`config.mk`:
```
export PLATFORM = sky130hd
export DESIGN_NAME = mips_cpu
export DESIGN_NICKNAME = d
export VERILOG_FILES = /design/src/mips_pkg.sv /design/src/mips_if.sv /design/src/mips_cpu.sv /design/src/pipeline_datapath.sv /design/src/hazard_unit.sv /design/src/control_unit.sv /design/src/register_file.sv /design/src/alu.sv
export SDC_FILE = /design/constraint.sdc
export NUM_CORES = 2
export LEC_CHECK = 0
export BUFFER_PORTS_ARGS = -buffer_cell sky130_fd_sc_hd__buf_4
export CAP_MARGIN = 25
export CORE_MARGIN = 2
export CORE_UTILIZATION = 41
export DETAILED_ROUTE_END_ITERATION = 6
export GPL_ROUTABILITY_DRIVEN = 0
export SYNTH_ARGS = -nofsm -noshare
export SYNTH_HDL_FRONTEND = slang
export SYNTH_SLANG_ARGS = --single-unit
```
`constraint.sdc`:
```
create_clock -name clk -period 6.4 [get_ports clk]
set_input_delay 0.32 -clock clk [delete_from_list [all_inputs] [get_ports clk]]
set_output_delay 0.32 -clock clk [all_outputs]
set_load 0.01 [all_outputs]
```
`src/mips_pkg.sv`:
```
////////////////////////////////////////////////////////////
// Encodings for the supported MIPS subset only. No shifts,
// no HI/LO, no byte or half-word memory operations.
////////////////////////////////////////////////////////////
package mips_pkg;

	localparam logic [5:0] op_rtype = 6'h00;
	localparam logic [5:0] op_addiu = 6'h09;
	localparam logic [5:0] op_ori   = 6'h0d;
	localparam logic [5:0] op_lui   = 6'h0f;
	localparam logic [5:0] op_lw    = 6'h23;
	localparam logic [5:0] op_sw    = 6'h2b;
	localparam logic [5:0] op_beq   = 6'h04;
	localparam logic [5:0] op_bne   = 6'h05;

	localparam logic [5:0] fn_addu = 6'h21;
	localparam logic [5:0] fn_subu = 6'h23;
	localparam logic [5:0] fn_and  = 6'h24;
	localparam logic [5:0] fn_or   = 6'h25;
	localparam logic [5:0] fn_xor  = 6'h26;
	localparam logic [5:0] fn_slt  = 6'h2a;
	localparam logic [5:0] fn_jr   = 6'h08;

	localparam logic [4:0] reg_v0 = 5'd2;

	typedef enum logic [2:0] {
		alu_add, alu_sub, alu_and, alu_or,
		alu_xor, alu_slt, alu_lui
	} alu_op_t;

	// Source of an operand after forwarding
	typedef enum logic [1:0] {
		fwd_none      = 2'd0,
		fwd_writeback = 2'd1,
		fwd_memory    = 2'd2
	} fwd_sel_t;

	typedef struct packed {
		logic [5:0] op;
		logic [4:0] rs;
		logic [4:0] rt;
		logic [4:0] rd;
		logic [4:0] shamt;
		logic [5:0] funct;
	} r_fields_t;

	typedef struct packed {
		logic [5:0]  op;
		logic [4:0]  rs;
		logic [4:0]  rt;
		logic [15:0] imm;
	} i_fields_t;

	typedef union packed {
		r_fields_t r;
		i_fields_t i;
	} instr_t;

endpackage
```
`src/mips_if.sv`:
```
////////////////////////////////////////////////////////////
// Control fields are valid while the instruction is in decode.
// Hazard signals are combinational within one cycle.
////////////////////////////////////////////////////////////
`timescale 1ns/1ps

interface ctrl_if;
	import mips_pkg::*;

	logic    reg_write;
	logic    mem_to_reg;
	logic    mem_write;
	logic    alu_src_imm;
	logic    reg_dst_rd;
	logic    branch;
	logic    branch_ne;
	logic    imm_zero_ext;
	logic    jump_reg;
	alu_op_t alu_op;

	modport ctrl (output reg_write, mem_to_reg, mem_write, alu_src_imm, reg_dst_rd,
		branch, branch_ne, imm_zero_ext, jump_reg, alu_op);
	modport path (input reg_write, mem_to_reg, mem_write, alu_src_imm, reg_dst_rd,
		branch, branch_ne, imm_zero_ext, jump_reg, alu_op);
endinterface

interface hazard_if;
	import mips_pkg::*;

	logic [4:0] rs_d, rt_d, rs_e, rt_e;
	logic [4:0] wreg_e, wreg_m, wreg_w;
	logic       reg_write_e, reg_write_m, reg_write_w;
	logic       mem_to_reg_e, mem_to_reg_m;
	// BEQ, BNE or JR in decode
	logic       branch_d;
	logic       stall_f, stall_d, flush_e;
	logic       fwd_a_d, fwd_b_d;
	fwd_sel_t   fwd_a_e, fwd_b_e;

	modport path (output rs_d, rt_d, rs_e, rt_e, wreg_e, wreg_m, wreg_w,
		reg_write_e, reg_write_m, reg_write_w, mem_to_reg_e, mem_to_reg_m, branch_d,
		input stall_f, stall_d, flush_e, fwd_a_d, fwd_b_d, fwd_a_e, fwd_b_e);
	modport unit (input rs_d, rt_d, rs_e, rt_e, wreg_e, wreg_m, wreg_w,
		reg_write_e, reg_write_m, reg_write_w, mem_to_reg_e, mem_to_reg_m, branch_d,
		output stall_f, stall_d, flush_e, fwd_a_d, fwd_b_d, fwd_a_e, fwd_b_e);
endinterface

```
`src/mips_cpu.sv`:
```
////////////////////////////////////////////////////////////
// Five-stage MIPS core, Harvard bus. clk_enable low freezes
// every register. JR $zero halts and drops active.
////////////////////////////////////////////////////////////
`timescale 1ns/1ps

module mips_cpu (
	input  logic        clk,
	input  logic        rst,
	input  logic        clk_enable,
	output logic        active,
	output logic [31:0] register_v0,

	output logic [31:0] instr_address,
	input  logic [31:0] instr_readdata,

	output logic [31:0] data_address,
	output logic        data_write,
	output logic        data_read,
	output logic [31:0] data_writedata,
	input  logic [31:0] data_readdata
);
	import mips_pkg::*;

	instr_t      instr_d;
	logic [4:0]  rf_ra1, rf_ra2, rf_wa;
	logic [31:0] rf_rd1, rf_rd2, rf_wd;
	logic        rf_we;
	alu_op_t     alu_op_e;
	logic [31:0] alu_a, alu_b, alu_y;

	ctrl_if   ctrl_bus ();
	hazard_if hz_bus ();

	pipeline_datapath path_i (
		.clk            (clk),
		.rst            (rst),
		.clk_enable     (clk_enable),
		.ctrl           (ctrl_bus.path),
		.hz             (hz_bus.path),
		.instr_d        (instr_d),
		.rf_ra1         (rf_ra1),
		.rf_ra2         (rf_ra2),
		.rf_rd1         (rf_rd1),
		.rf_rd2         (rf_rd2),
		.rf_we          (rf_we),
		.rf_wa          (rf_wa),
		.rf_wd          (rf_wd),
		.alu_op_e       (alu_op_e),
		.alu_a          (alu_a),
		.alu_b          (alu_b),
		.alu_y          (alu_y),
		.active         (active),
		.instr_address  (instr_address),
		.instr_readdata (instr_readdata),
		.data_address   (data_address),
		.data_write     (data_write),
		.data_read      (data_read),
		.data_writedata (data_writedata),
		.data_readdata  (data_readdata)
	);

	control_unit ctrl_i (
		.instr (instr_d),
		.c     (ctrl_bus.ctrl)
	);

	hazard_unit hazard_i (
		.h (hz_bus.unit)
	);

	register_file regs_i (
		.clk (clk),
		.rst (rst),
		.ra1 (rf_ra1),
		.ra2 (rf_ra2),
		.rd1 (rf_rd1),
		.rd2 (rf_rd2),
		.we  (rf_we),
		.wa  (rf_wa),
		.wd  (rf_wd),
		.v0  (register_v0)
	);

	alu alu_i (
		.op (alu_op_e),
		.a  (alu_a),
		.b  (alu_b),
		.y  (alu_y)
	);

endmodule

```
`src/pipeline_datapath.sv`:
```
////////////////////////////////////////////////////////////
// Branches resolve in decode with no delay slot. A decoded
// JR $zero holds PC and the decode stage for good.
////////////////////////////////////////////////////////////
`timescale 1ns/1ps

module pipeline_datapath (
	input  logic              clk,
	input  logic              rst,
	input  logic              clk_enable,
	ctrl_if.path              ctrl,
	hazard_if.path            hz,
	output mips_pkg::instr_t  instr_d,
	output logic [4:0]        rf_ra1,
	output logic [4:0]        rf_ra2,
	input  logic [31:0]       rf_rd1,
	input  logic [31:0]       rf_rd2,
	output logic              rf_we,
	output logic [4:0]        rf_wa,
	output logic [31:0]       rf_wd,
	output mips_pkg::alu_op_t alu_op_e,
	output logic [31:0]       alu_a,
	output logic [31:0]       alu_b,
	input  logic [31:0]       alu_y,
	output logic              active,
	output logic [31:0]       instr_address,
	input  logic [31:0]       instr_readdata,
	output logic [31:0]       data_address,
	output logic              data_write,
	output logic              data_read,
	output logic [31:0]       data_writedata,
	input  logic [31:0]       data_readdata
);
	import mips_pkg::*;

	logic [31:0] pc, pc_plus4_f, pc_plus4_d;
	logic [31:0] imm_ext_d, opa_d, opb_d, target_d;
	logic        halt_d, taken_d, pc_src_d;

	logic        reg_write_e, mem_to_reg_e, mem_write_e, alu_src_imm_e, reg_dst_rd_e;
	logic [4:0]  rs_e, rt_e, rd_e, wreg_e;
	logic [31:0] rd1_e, rd2_e, imm_e, wdata_e;

	logic        reg_write_m, mem_to_reg_m, mem_write_m;
	logic [4:0]  wreg_m;
	logic [31:0] alu_out_m, wdata_m;

	logic        reg_write_w, mem_to_reg_w;
	logic [4:0]  wreg_w;
	logic [31:0] alu_out_w, rdata_w, result_w;

	function automatic logic [31:0] fwd_mux(fwd_sel_t sel, logic [31:0] rf_val,
		logic [31:0] mem_val, logic [31:0] wb_val);
		case (sel)
			fwd_memory:    return mem_val;
			fwd_writeback: return wb_val;
			default:       return rf_val;
		endcase
	endfunction

	assign instr_address = pc;
	assign pc_plus4_f = pc + 32'd4;

	always_ff @(posedge clk) begin
		if (rst) begin
			pc <= '0;
		end else if (clk_enable && !hz.stall_f && !halt_d) begin
			pc <= pc_src_d ? target_d : pc_plus4_f;
		end
	end

	always_ff @(posedge clk) begin
		if (rst) begin
			instr_d <= '0;
		end else if (clk_enable && !hz.stall_d && !halt_d) begin
			// Squash the instruction fetched behind a taken branch
			instr_d <= pc_src_d ? '0 : instr_readdata;
			pc_plus4_d <= pc_plus4_f;
		end
	end

	assign rf_ra1 = instr_d.r.rs;
	assign rf_ra2 = instr_d.r.rt;
	assign imm_ext_d = ctrl.imm_zero_ext ? {16'd0, instr_d.i.imm}
		: {{16{instr_d.i.imm[15]}}, instr_d.i.imm};
	assign opa_d = hz.fwd_a_d ? alu_out_m : rf_rd1;
	assign opb_d = hz.fwd_b_d ? alu_out_m : rf_rd2;
	assign halt_d = ctrl.jump_reg && (instr_d.r.rs == 5'd0);
	assign taken_d = ctrl.branch ? ((opa_d == opb_d) != ctrl.branch_ne)
		: (ctrl.jump_reg && !halt_d);
	// A stalled branch still has stale operands
	assign pc_src_d = taken_d && !hz.stall_d;
	assign target_d = ctrl.jump_reg ? opa_d : pc_plus4_d + {imm_ext_d[29:0], 2'b00};

	assign hz.rs_d = instr_d.r.rs;
	assign hz.rt_d = instr_d.r.rt;
	assign hz.branch_d = ctrl.branch || ctrl.jump_reg;

	always_ff @(posedge clk) begin
		if (rst || (clk_enable && hz.flush_e)) begin
			{reg_write_e, mem_to_reg_e, mem_write_e} <= '0;
			{alu_src_imm_e, reg_dst_rd_e} <= '0;
			alu_op_e <= alu_add;
			{rs_e, rt_e, rd_e} <= '0;
		end else if (clk_enable) begin
			reg_write_e <= ctrl.reg_write;
			mem_to_reg_e <= ctrl.mem_to_reg;
			mem_write_e <= ctrl.mem_write;
			alu_src_imm_e <= ctrl.alu_src_imm;
			reg_dst_rd_e <= ctrl.reg_dst_rd;
			alu_op_e <= ctrl.alu_op;
			rs_e <= instr_d.r.rs;
			rt_e <= instr_d.r.rt;
			rd_e <= instr_d.r.rd;
		end
	end

	always_ff @(posedge clk) begin
		if (clk_enable) begin
			rd1_e <= rf_rd1;
			rd2_e <= rf_rd2;
			imm_e <= imm_ext_d;
			alu_out_m <= alu_y;
			wdata_m <= wdata_e;
			alu_out_w <= alu_out_m;
			rdata_w <= data_readdata;
		end
	end

	assign wreg_e = reg_dst_rd_e ? rd_e : rt_e;
	assign alu_a = fwd_mux(hz.fwd_a_e, rd1_e, alu_out_m, result_w);
	assign wdata_e = fwd_mux(hz.fwd_b_e, rd2_e, alu_out_m, result_w);
	assign alu_b = alu_src_imm_e ? imm_e : wdata_e;

	assign hz.rs_e = rs_e;
	assign hz.rt_e = rt_e;
	assign hz.wreg_e = wreg_e;
	assign hz.reg_write_e = reg_write_e;
	assign hz.mem_to_reg_e = mem_to_reg_e;

	always_ff @(posedge clk) begin
		if (rst) begin
			{reg_write_m, mem_to_reg_m, mem_write_m} <= '0;
			wreg_m <= '0;
			{reg_write_w, mem_to_reg_w} <= '0;
			wreg_w <= '0;
		end else if (clk_enable) begin
			reg_write_m <= reg_write_e;
			mem_to_reg_m <= mem_to_reg_e;
			mem_write_m <= mem_write_e;
			wreg_m <= wreg_e;
			reg_write_w <= reg_write_m;
			mem_to_reg_w <= mem_to_reg_m;
			wreg_w <= wreg_m;
		end
	end

	assign data_address = alu_out_m;
	assign data_writedata = wdata_m;
	assign data_write = mem_write_m;
	assign data_read = mem_to_reg_m;

	assign hz.wreg_m = wreg_m;
	assign hz.reg_write_m = reg_write_m;
	assign hz.mem_to_reg_m = mem_to_reg_m;
	assign hz.wreg_w = wreg_w;
	assign hz.reg_write_w = reg_write_w;

	assign result_w = mem_to_reg_w ? rdata_w : alu_out_w;
	// Register file has no enable of its own
	assign rf_we = reg_write_w && clk_enable;
	assign rf_wa = wreg_w;
	assign rf_wd = result_w;

	always_ff @(posedge clk) begin
		if (rst) begin
			active <= 1'b1;
		end else if (clk_enable && halt_d) begin
			active <= 1'b0;
		end
	end

endmodule

```
`src/hazard_unit.sv`:
```
////////////////////////////////////////////////////////////
// Forwarding and stall decisions. Register 0 never forwards.
////////////////////////////////////////////////////////////
`timescale 1ns/1ps

module hazard_unit (
	hazard_if.unit h
);
	import mips_pkg::*;

	logic lw_stall;
	logic br_stall;

	// Memory stage wins over writeback
	function automatic fwd_sel_t exec_sel(logic [4:0] src, logic [4:0] wreg_m,
		logic we_m, logic [4:0] wreg_w, logic we_w);
		if (src != 5'd0 && we_m && wreg_m == src)
			return fwd_memory;
		if (src != 5'd0 && we_w && wreg_w == src)
			return fwd_writeback;
		return fwd_none;
	endfunction

	function automatic logic reads_d(logic [4:0] wreg, logic [4:0] rs, logic [4:0] rt);
		return (wreg != 5'd0) && (wreg == rs || wreg == rt);
	endfunction

	assign h.fwd_a_e = exec_sel(h.rs_e, h.wreg_m, h.reg_write_m, h.wreg_w, h.reg_write_w);
	assign h.fwd_b_e = exec_sel(h.rt_e, h.wreg_m, h.reg_write_m, h.wreg_w, h.reg_write_w);

	assign h.fwd_a_d = h.rs_d != 5'd0 && h.reg_write_m && h.wreg_m == h.rs_d;
	assign h.fwd_b_d = h.rt_d != 5'd0 && h.reg_write_m && h.wreg_m == h.rt_d;

	assign lw_stall = h.mem_to_reg_e && reads_d(h.wreg_e, h.rs_d, h.rt_d);

	// ALU result still in execute, or load data not back yet
	assign br_stall = h.branch_d &&
		((h.reg_write_e && reads_d(h.wreg_e, h.rs_d, h.rt_d)) ||
		(h.mem_to_reg_m && reads_d(h.wreg_m, h.rs_d, h.rt_d)));

	assign h.stall_f = lw_stall || br_stall;
	assign h.stall_d = lw_stall || br_stall;
	assign h.flush_e = lw_stall || br_stall;

endmodule

```
`src/control_unit.sv`:
```
////////////////////////////////////////////////////////////
// Decode-stage control. Unknown opcodes and functs write nothing.
////////////////////////////////////////////////////////////
`timescale 1ns/1ps

module control_unit (
	input mips_pkg::instr_t instr,
	ctrl_if.ctrl            c
);
	import mips_pkg::*;

	always_comb begin
		c.reg_write = 1'b0;
		c.mem_to_reg = 1'b0;
		c.mem_write = 1'b0;
		c.alu_src_imm = 1'b0;
		c.reg_dst_rd = 1'b0;
		c.branch = 1'b0;
		c.branch_ne = 1'b0;
		c.imm_zero_ext = 1'b0;
		c.jump_reg = 1'b0;
		c.alu_op = alu_add;
		case (instr.r.op)
			op_rtype: begin
				c.reg_dst_rd = 1'b1;
				c.reg_write = 1'b1;
				case (instr.r.funct)
					fn_addu: c.alu_op = alu_add;
					fn_subu: c.alu_op = alu_sub;
					fn_and:  c.alu_op = alu_and;
					fn_or:   c.alu_op = alu_or;
					fn_xor:  c.alu_op = alu_xor;
					fn_slt:  c.alu_op = alu_slt;
					fn_jr: begin
						c.reg_write = 1'b0;
						c.jump_reg = 1'b1;
					end
					default: c.reg_write = 1'b0;
				endcase
			end
			op_addiu: {c.reg_write, c.alu_src_imm} = 2'b11;
			op_ori: begin
				{c.reg_write, c.alu_src_imm, c.imm_zero_ext} = 3'b111;
				c.alu_op = alu_or;
			end
			op_lui: begin
				{c.reg_write, c.alu_src_imm} = 2'b11;
				c.alu_op = alu_lui;
			end
			op_lw:  {c.reg_write, c.mem_to_reg, c.alu_src_imm} = 3'b111;
			op_sw:  {c.mem_write, c.alu_src_imm} = 2'b11;
			op_beq: c.branch = 1'b1;
			op_bne: {c.branch, c.branch_ne} = 2'b11;
			default: ;
		endcase
	end

endmodule

```
`src/register_file.sv`:
```
////////////////////////////////////////////////////////////
// Register 0 reads zero. A same-cycle write bypasses to reads.
////////////////////////////////////////////////////////////
`timescale 1ns/1ps

module register_file (
	input  logic        clk,
	input  logic        rst,
	input  logic [4:0]  ra1,
	input  logic [4:0]  ra2,
	output logic [31:0] rd1,
	output logic [31:0] rd2,
	input  logic        we,
	input  logic [4:0]  wa,
	input  logic [31:0] wd,
	output logic [31:0] v0
);
	import mips_pkg::*;

	logic [31:0] regs [32];
	logic        wr_live;

	assign wr_live = we && (wa != 5'd0);

	always_ff @(posedge clk) begin
		if (rst) begin
			for (int i = 0; i < 32; i++) begin
				regs[i] <= '0;
			end
		end else if (wr_live) begin
			regs[wa] <= wd;
		end
	end

	assign rd1 = (wr_live && wa == ra1) ? wd : regs[ra1];
	assign rd2 = (wr_live && wa == ra2) ? wd : regs[ra2];
	assign v0 = regs[reg_v0];

endmodule

```
`src/alu.sv`:
```
////////////////////////////////////////////////////////////
// Execute-stage ALU. SLT compares signed, no overflow traps.
////////////////////////////////////////////////////////////
`timescale 1ns/1ps

module alu (
	input  mips_pkg::alu_op_t op,
	input  logic [31:0]       a,
	input  logic [31:0]       b,
	output logic [31:0]       y
);
	import mips_pkg::*;

	always_comb begin
		case (op)
			alu_add: y = a + b;
			alu_sub: y = a - b;
			alu_and: y = a & b;
			alu_or:  y = a | b;
			alu_xor: y = a ^ b;
			alu_slt: y = {31'd0, $signed(a) < $signed(b)};
			// Upper immediate, a is ignored
			alu_lui: y = {b[15:0], 16'd0};
			default: y = '0;
		endcase
	end

endmodule

```
======== Yosys cells after proc, flatten, opt, wreduce, memory -nomap -nowiden ========
Memory sizes are Yosys's and may differ from the RTL's. A register that Yosys moved wholly into a read port is not among the register bits.
Index checks and enable logic that the tools add are counted.
operators by class
  add/subtract/negate cells ............... 4
  $lt $le $gt $ge ......................... 1
  eq/ne operators ......................... 36
  multiplexer cells ....................... 54
  bitwise logic cells ..................... 4
  reduce and logical (&&, ||, !) cells .... 53
operator list
  operator               count
  $mux 32                10
  $pmux 32 s7            1
  $pmux 32 s2            2
  $add 32x32->32         2
  $eq 5x5->1             10
  $eq 6x6->1 const B     8
  $reduce_bool 5->1      7
  $add 32x3->32 const B  1
  $and 32x32->32         1
  $eq 32x32->1           1
  $lt 32x32->1           1
  $or 32x32->32          1
  $reduce_or 32->1       1
  $sub 32x32->32         1
  $xor 32x32->32         1
  $mux 30                1
  $mux 5                 6
  $logic_and 1x1->1      29
  $eq 6x4->1 const B     4
  $mux 1                 23
  $mux 2                 8
  $pmux 3 s5             1
  $eq 6x3->1 const B     2
  $eq 3x3->1 const B     3
  other kinds (18)       27
word-level totals
  bits in registers ....................... 358
  bits in writable memories ............... 1024
  bits of input ports ..................... 67
  output and inout port bits .............. 131
  word-level logic and storage cells ...... 181
  memories kept ........................... 1
memories
  memory       words  width  read ports  clocked after Yosys merged registers in  wr ports  RTL line             RTL
  regs_i.regs  32     32     3           2                                        32        register_file.sv:20  logic [31:0] regs [32];

======== Logic depth before layout (Yosys ltp) ========
  word-level depth ........................ 13
  depth in mapped cells ................... 26

======== Cells and area by module ========
A second synthesis with hierarchy kept.
unflattened totals
  cells, all modules ...................... 6141
  area total of the unflattened synthesis .. 78809.3 um^2
modules (own cells, without submodules)
  module             times used  cells an instance  area an instance (um^2)
  register_file      1           3494               54532.3
  pipeline_datapath  1           1703               17962.2
  alu                1           828                5402.7
  hazard_unit        1           81                 635.6
  control_unit       1           35                 276.5

======== Worst setup path after synthesis ========
Ideal clock, no wire load.
  path kind ............................... reg-to-reg
  from .................................... reg path_i.wreg_w[2] (netlist: path_i.hz.wreg_w[2])
  to ...................................... reg path_i.alu_out_m[0] (netlist: path_i.data_address[0]) (data pin)
  library setup time ...................... 0.262 ns
  arrival ................................. 5.598 ns
  required time ........................... 6.138 ns
  setup slack ............................. 0.540 ns
  stages on the path, launching flop included .. 26
  cells stage by stage .................... dfxtp_1 clkbuf_1 xnor2_1 nand4_1 nor4_1 clkbuf_1 nand2_1 o21ai_0 o21ai_0 mux2_2 ha_1 fa_1 o21bai_1 a21oi_1 o21bai_1 a21oi_1 o21bai_1 a21boi_0 a211oi_1 o31ai_1 o41a_1 o41ai_1 a21oi_1 o31a_1 o2111ai_1 nand3_1
on the way
  word-level cells in the longest chain between the ends .. 11
  elaborated cells between the ends (all ways) .. 28
ends and longest elaborated chain
  item                                             RTL line                  RTL
  start: declaration                               pipeline_datapath.sv:49   logic [4:0] wreg_w;
  start signal: assignment                         pipeline_datapath.sv:154  wreg_w <= wreg_m;
  $eq 5x5->1 *                                     hazard_unit.sv:19         if (src != 5'd0 && we_w && wreg_w == src)
  $logic_and 1x1->1 *                              hazard_unit.sv:19
  $mux 1 (2 in a row)                              hazard_unit.sv:19
  $mux 2 *                                         hazard_unit.sv:21         return fwd_none;
  $mux 2 *                                         hazard_unit.sv:19
  $eq 2x1->1 / $eq 2x2->1 (equally long branches)  pipeline_datapath.sv:54   case (sel)
  $pmux 32 s2 *                                    pipeline_datapath.sv:54
  net path_i.wdata_e[0]                            pipeline_datapath.sv:42   logic [31:0] rd1_e, rd2_e, imm_e, wdata_e;
  $mux 32 *                                        pipeline_datapath.sv:133  assign alu_b = alu_src_imm_e ? imm_e : wdata_e;
  $sub 32x32->32, or another cell as far along     alu.sv:17                 alu_sub: y = a - b;
  $pmux 32 s7 *                                    alu.sv:15                 case (op)
  net alu_i.y[0]                                   alu.sv:10                 output logic [31:0] y
  end signal: assignment                           pipeline_datapath.sv:123  alu_out_m <= alu_y;
  end: declaration                                 pipeline_datapath.sv:46   logic [31:0] alu_out_m, wdata_m;
The timed path passes the listed nets; every way through them passes the cells marked *. The select of a mux whose other input is x is not followed.
A chain may end at the register's enable or synchronous reset.

==> summary.md <==
| Metric | Value |
|---|---|
| Outcome | finished with violations |
| Failing checks | DRC |
| Initial antenna violation count | 5 |
| Min Tclk post-route | 6128 ps |
| Port-buffer cells | 197 |
| Die outline width | 436.0 um |
| CTS tree | built |
| Antenna Nets Post-Route | 0 |
| Total gr overflow | 0 |
| Synth area leaders | edfxtp_1, mux4_2, nor2_1 |
| Leakage | 0.03170 uW |
| Synth Area in XOR/XNOR | 0.01511 |
| Synthesized flop and latch total | 1379 |
| Row count | 158 |
| Synth warn | 0 |
| Dpl ws | 427.5 ps |
| DR vias | 60.31k |
| Required time of the critical path | 7070 ps |
| Average wire per standard cell | 33.09 um |
| Ys async rst share | 0 |
| CP Launch Type | flop |
| DRC errors left | 4 |
| Netlist Area Pre-Place | 0.07650 mm2 |
| Final worst path period share | 0.9575 |
| Max Cap Viol | 0 |
| Max Clk Rate | 163.2 MHz |
| Power per cell area | 276.2 mW/mm2 |
| Seq/Total Area, Yosys | 0.5265 |
| Root Driver | clkbuf_16 |
| Crit Path Max Fanout | 46 |
| Main combinational cell family by area after synthesis | multiplexers |
| Max-slew headroom | 0.1716 |
| Commonest cells in the netlist | edfxtp_1, nor2_1, mux4_2 |
| Number of synthesized flops with an enable pin | 1266 |
| Gr usage total | 0.3154 |
| Final setup fails | 0 |
| Pwr Total | 24180 uW |
| Worst-Margin Slew | 1240 ps |
| Final wirelength | 307500 um |
| Die span in y | 436.0 um |
| Clock slew at reported path FFs | 60 ps |
| TritonCTS Buffers | 155 |
| Area Overhead vs Synth | 14.44% |
| Flop2flop setup slack | 270 ps |
| Number of fill cells | 16.62k |
| Mean Syn Cell Area | 11.81 um2 |
| Yosys top cell area share | 0.4970 |
| Reg area | 0.04031 mm2 |
| Final Hold Vio Count | 0 |
| Post-Synth Adder-Cell Area | 0.02205 |
| H-tree depth | 4 |
| Critical path capture point type | flop |
| Main synth FF type | edfxtp_1 |
| IR drop worst, VDD | 0.3171 mV |
| Cell with the most instances after synthesis | edfxtp_1 |
| Synth area leader | edfxtp_1 |
| Final #Nets | 6888 |
| DRT iter0 DRCs | 8881 |
| Hold Crit Class | input pin to flop |
| I/O Pins | 198 |
| Multi-input logic area | 0.03365 mm2 |
| Max Root-Sink Buffers | 3 |
| Final instance area | 0.08754 mm2 |
| Vias per cell | 6.488 |
| Share of cells above drive strength 1 | 0.1976 |
| Core box area | 0.1854 mm2 |
| Sink Count | 1379 |
| Synth Instances | 6477 |
| Area of placed instances | 0.08207 mm2 |
| Unrepaired setup endpoints after global routing | false |
| Clock Skews | 59.43 ps |
| Synth cell types | 95 |
| Compound-Gate Fraction of Synth Area | 0.1029 |
| Largest net degree at the start of global routing | 147 |
| Die area | 0.1901 mm2 |
| HPWL Detailed | 207800 um |
| Number of global-route vias before repair | 57.57k |
| Slew Limit Fails | 0 |
| Initial Utilization | 0.4125 |
| DRT Pass-1 Iters | 7 |
| Final worst slack | 271.8 ps |
| First-pass GRT wire length | 431000 um |
| Setup TNS | 0 ps |
| Post-Synth Simple-Gate Area | 0.1186 |
| Clock latency on the worst-skew pair | 850 ps |
| Arr. time, crit path | 6800 ps |
| Mux contribution to synthesized area | 0.1719 |
| Critical path type | flop to flop |
-- power by group --
part           internal [uW]  switching [uW]  leakage, uW
Combinational           1670            3020       0.0155
Sequential             10300             517       0.0139
Clock                   4730            3880      0.00231
Total                  16800            7420       0.0317
-- critical path: stages, from the launching register on --
cell and delay, ps:
dfxtp_4 740, buf_12 380, nor2b_2 930, a22oi_1 200, a21oi_1 880, o31a_1 430, xor2_1 110, o21ai_0 160
a211oi_1 80, nor4_1 280, nand4_1 130, buf_4 190, o21a_1 190, a311oi_4 360, buf_12 170, buf_4 150
nand3_1 90, a21oi_1 410
-- kinds of logic (layout without fill, tap and decap cells) --
logic type | Yosys count | count (layout)
compound gates | 1183 | 1183
xor+xnor | 132 | 132
fa+ha+maj | 133 | 133
buf+inv | 747 | 1051
flops | 1379 | 1379
mux | 767 | 767
other cells | 1 | 35
simple gates | 2135 | 2135
-- metal layers --
metal  track usage  vias to the layer above  part of all wire
met5             0                        -          0.000042
met4        0.1919                        2             0.073
met3       0.09138                      930              0.13
met2        0.4854                     4551              0.45
met1        0.3931                    30061              0.35
li1              -                    24762                 -
-- state kept, by name, summed over array words and instances (netlist names), 18 cells and up, named ones only --
| signal | cells |
|---|---|
| path_i.rdata_w | 32 |
| path_i.pc_plus4_d | 32 |
| path_i.alu_out_w | 32 |
| path_i.data_writedata | 32 |
| path_i.rd2_e | 32 |
| path_i.instr_d | 32 |
| path_i.rd1_e | 32 |
| regs_i.regs | 1024 |
| path_i.instr_address | 32 |
| path_i.data_address | 32 |
| path_i.imm_e | 18 |
-- area by class of cell --
cell class | count | area share
flip-flops and latches | 1379 | 0.4604
well taps | 2480 | 0.03545
diodes | 3 | 0.00008575
clock buffers | 209 | 0.04779
inverters | 172 | 0.007375
clock inverters | 72 | 0.006803
multi-input cells | 4382 | 0.3844
repair buffers | 598 | 0.05763
-- per-stage QoR --
| stage | hold WS (ps) | std cells | util |
|---|---|---|---|
| floorplan | 418.9 | 6508 | - |
| global placement | 457.2 | 8937 | 0.4421 |
| detailed placement | 467.9 | 8943 | 0.4426 |
| CTS | 49.44 | 9288 | 0.4718 |
| global route | 84.55 | 9293 | 0.4721 |
| finish | 87.89 | 9295 | 0.4721 |
-- what timing repair did --
action	in CTS	in global routing
hold buffers	64	0
setup buffers	0	0
setup endpoints to repair	0	1
gates resized for setup	0	2
endpoints found under the hold margin	74	0
-- cell usage in the layout (no fill, tap or decap), types with 22 or more instances in the layout --
master,n
buf_4,501
clkbuf_16,157
mux4_2,434
conb_1,32
nor2_1,1257
edfxtp_1,1266
o21ai_0,218
nand3_1,137
ha_1,130
xnor2_1,83
buf_12,28
nand4_1,28
nor2b_1,41
xor2_1,49
o21a_1,29
o221ai_1,29
inv_1,166
and3_1,22
o22ai_1,100
mux2_2,36
nor3_1,82
a21o_1,32
mux2i_1,264
mux2i_4,32
clkinv_1,39
dfxtp_1,103
a211oi_1,39
a22oi_1,160
dlygate4sd3_1,64
nand2_2,32
clkbuf_1,46
a21oi_1,270
nand2b_1,29
a31oi_1,40
nand2_1,358
-- final timing paths --
| kind | startpoint | to | depth (start not counted) |
|---|---|---|---|
| setup / recovery | flop | path_i.instr_d[19]$_SDFFE_PP0P_ | 17 |
| hold / removal | rst | path_i.hz.reg_write_m$_SDFFE_PP0P_ | 2 |
| setup reg to reg | flop | path_i.instr_d[19]$_SDFFE_PP0P_ | 17 |
| hold reg to reg | path_i.instr_address[0]$_SDFFE_PP0P_ | path_i.instr_address[0]$_SDFFE_PP0P_ | 2 |
(Power assumes the default switching activity.)
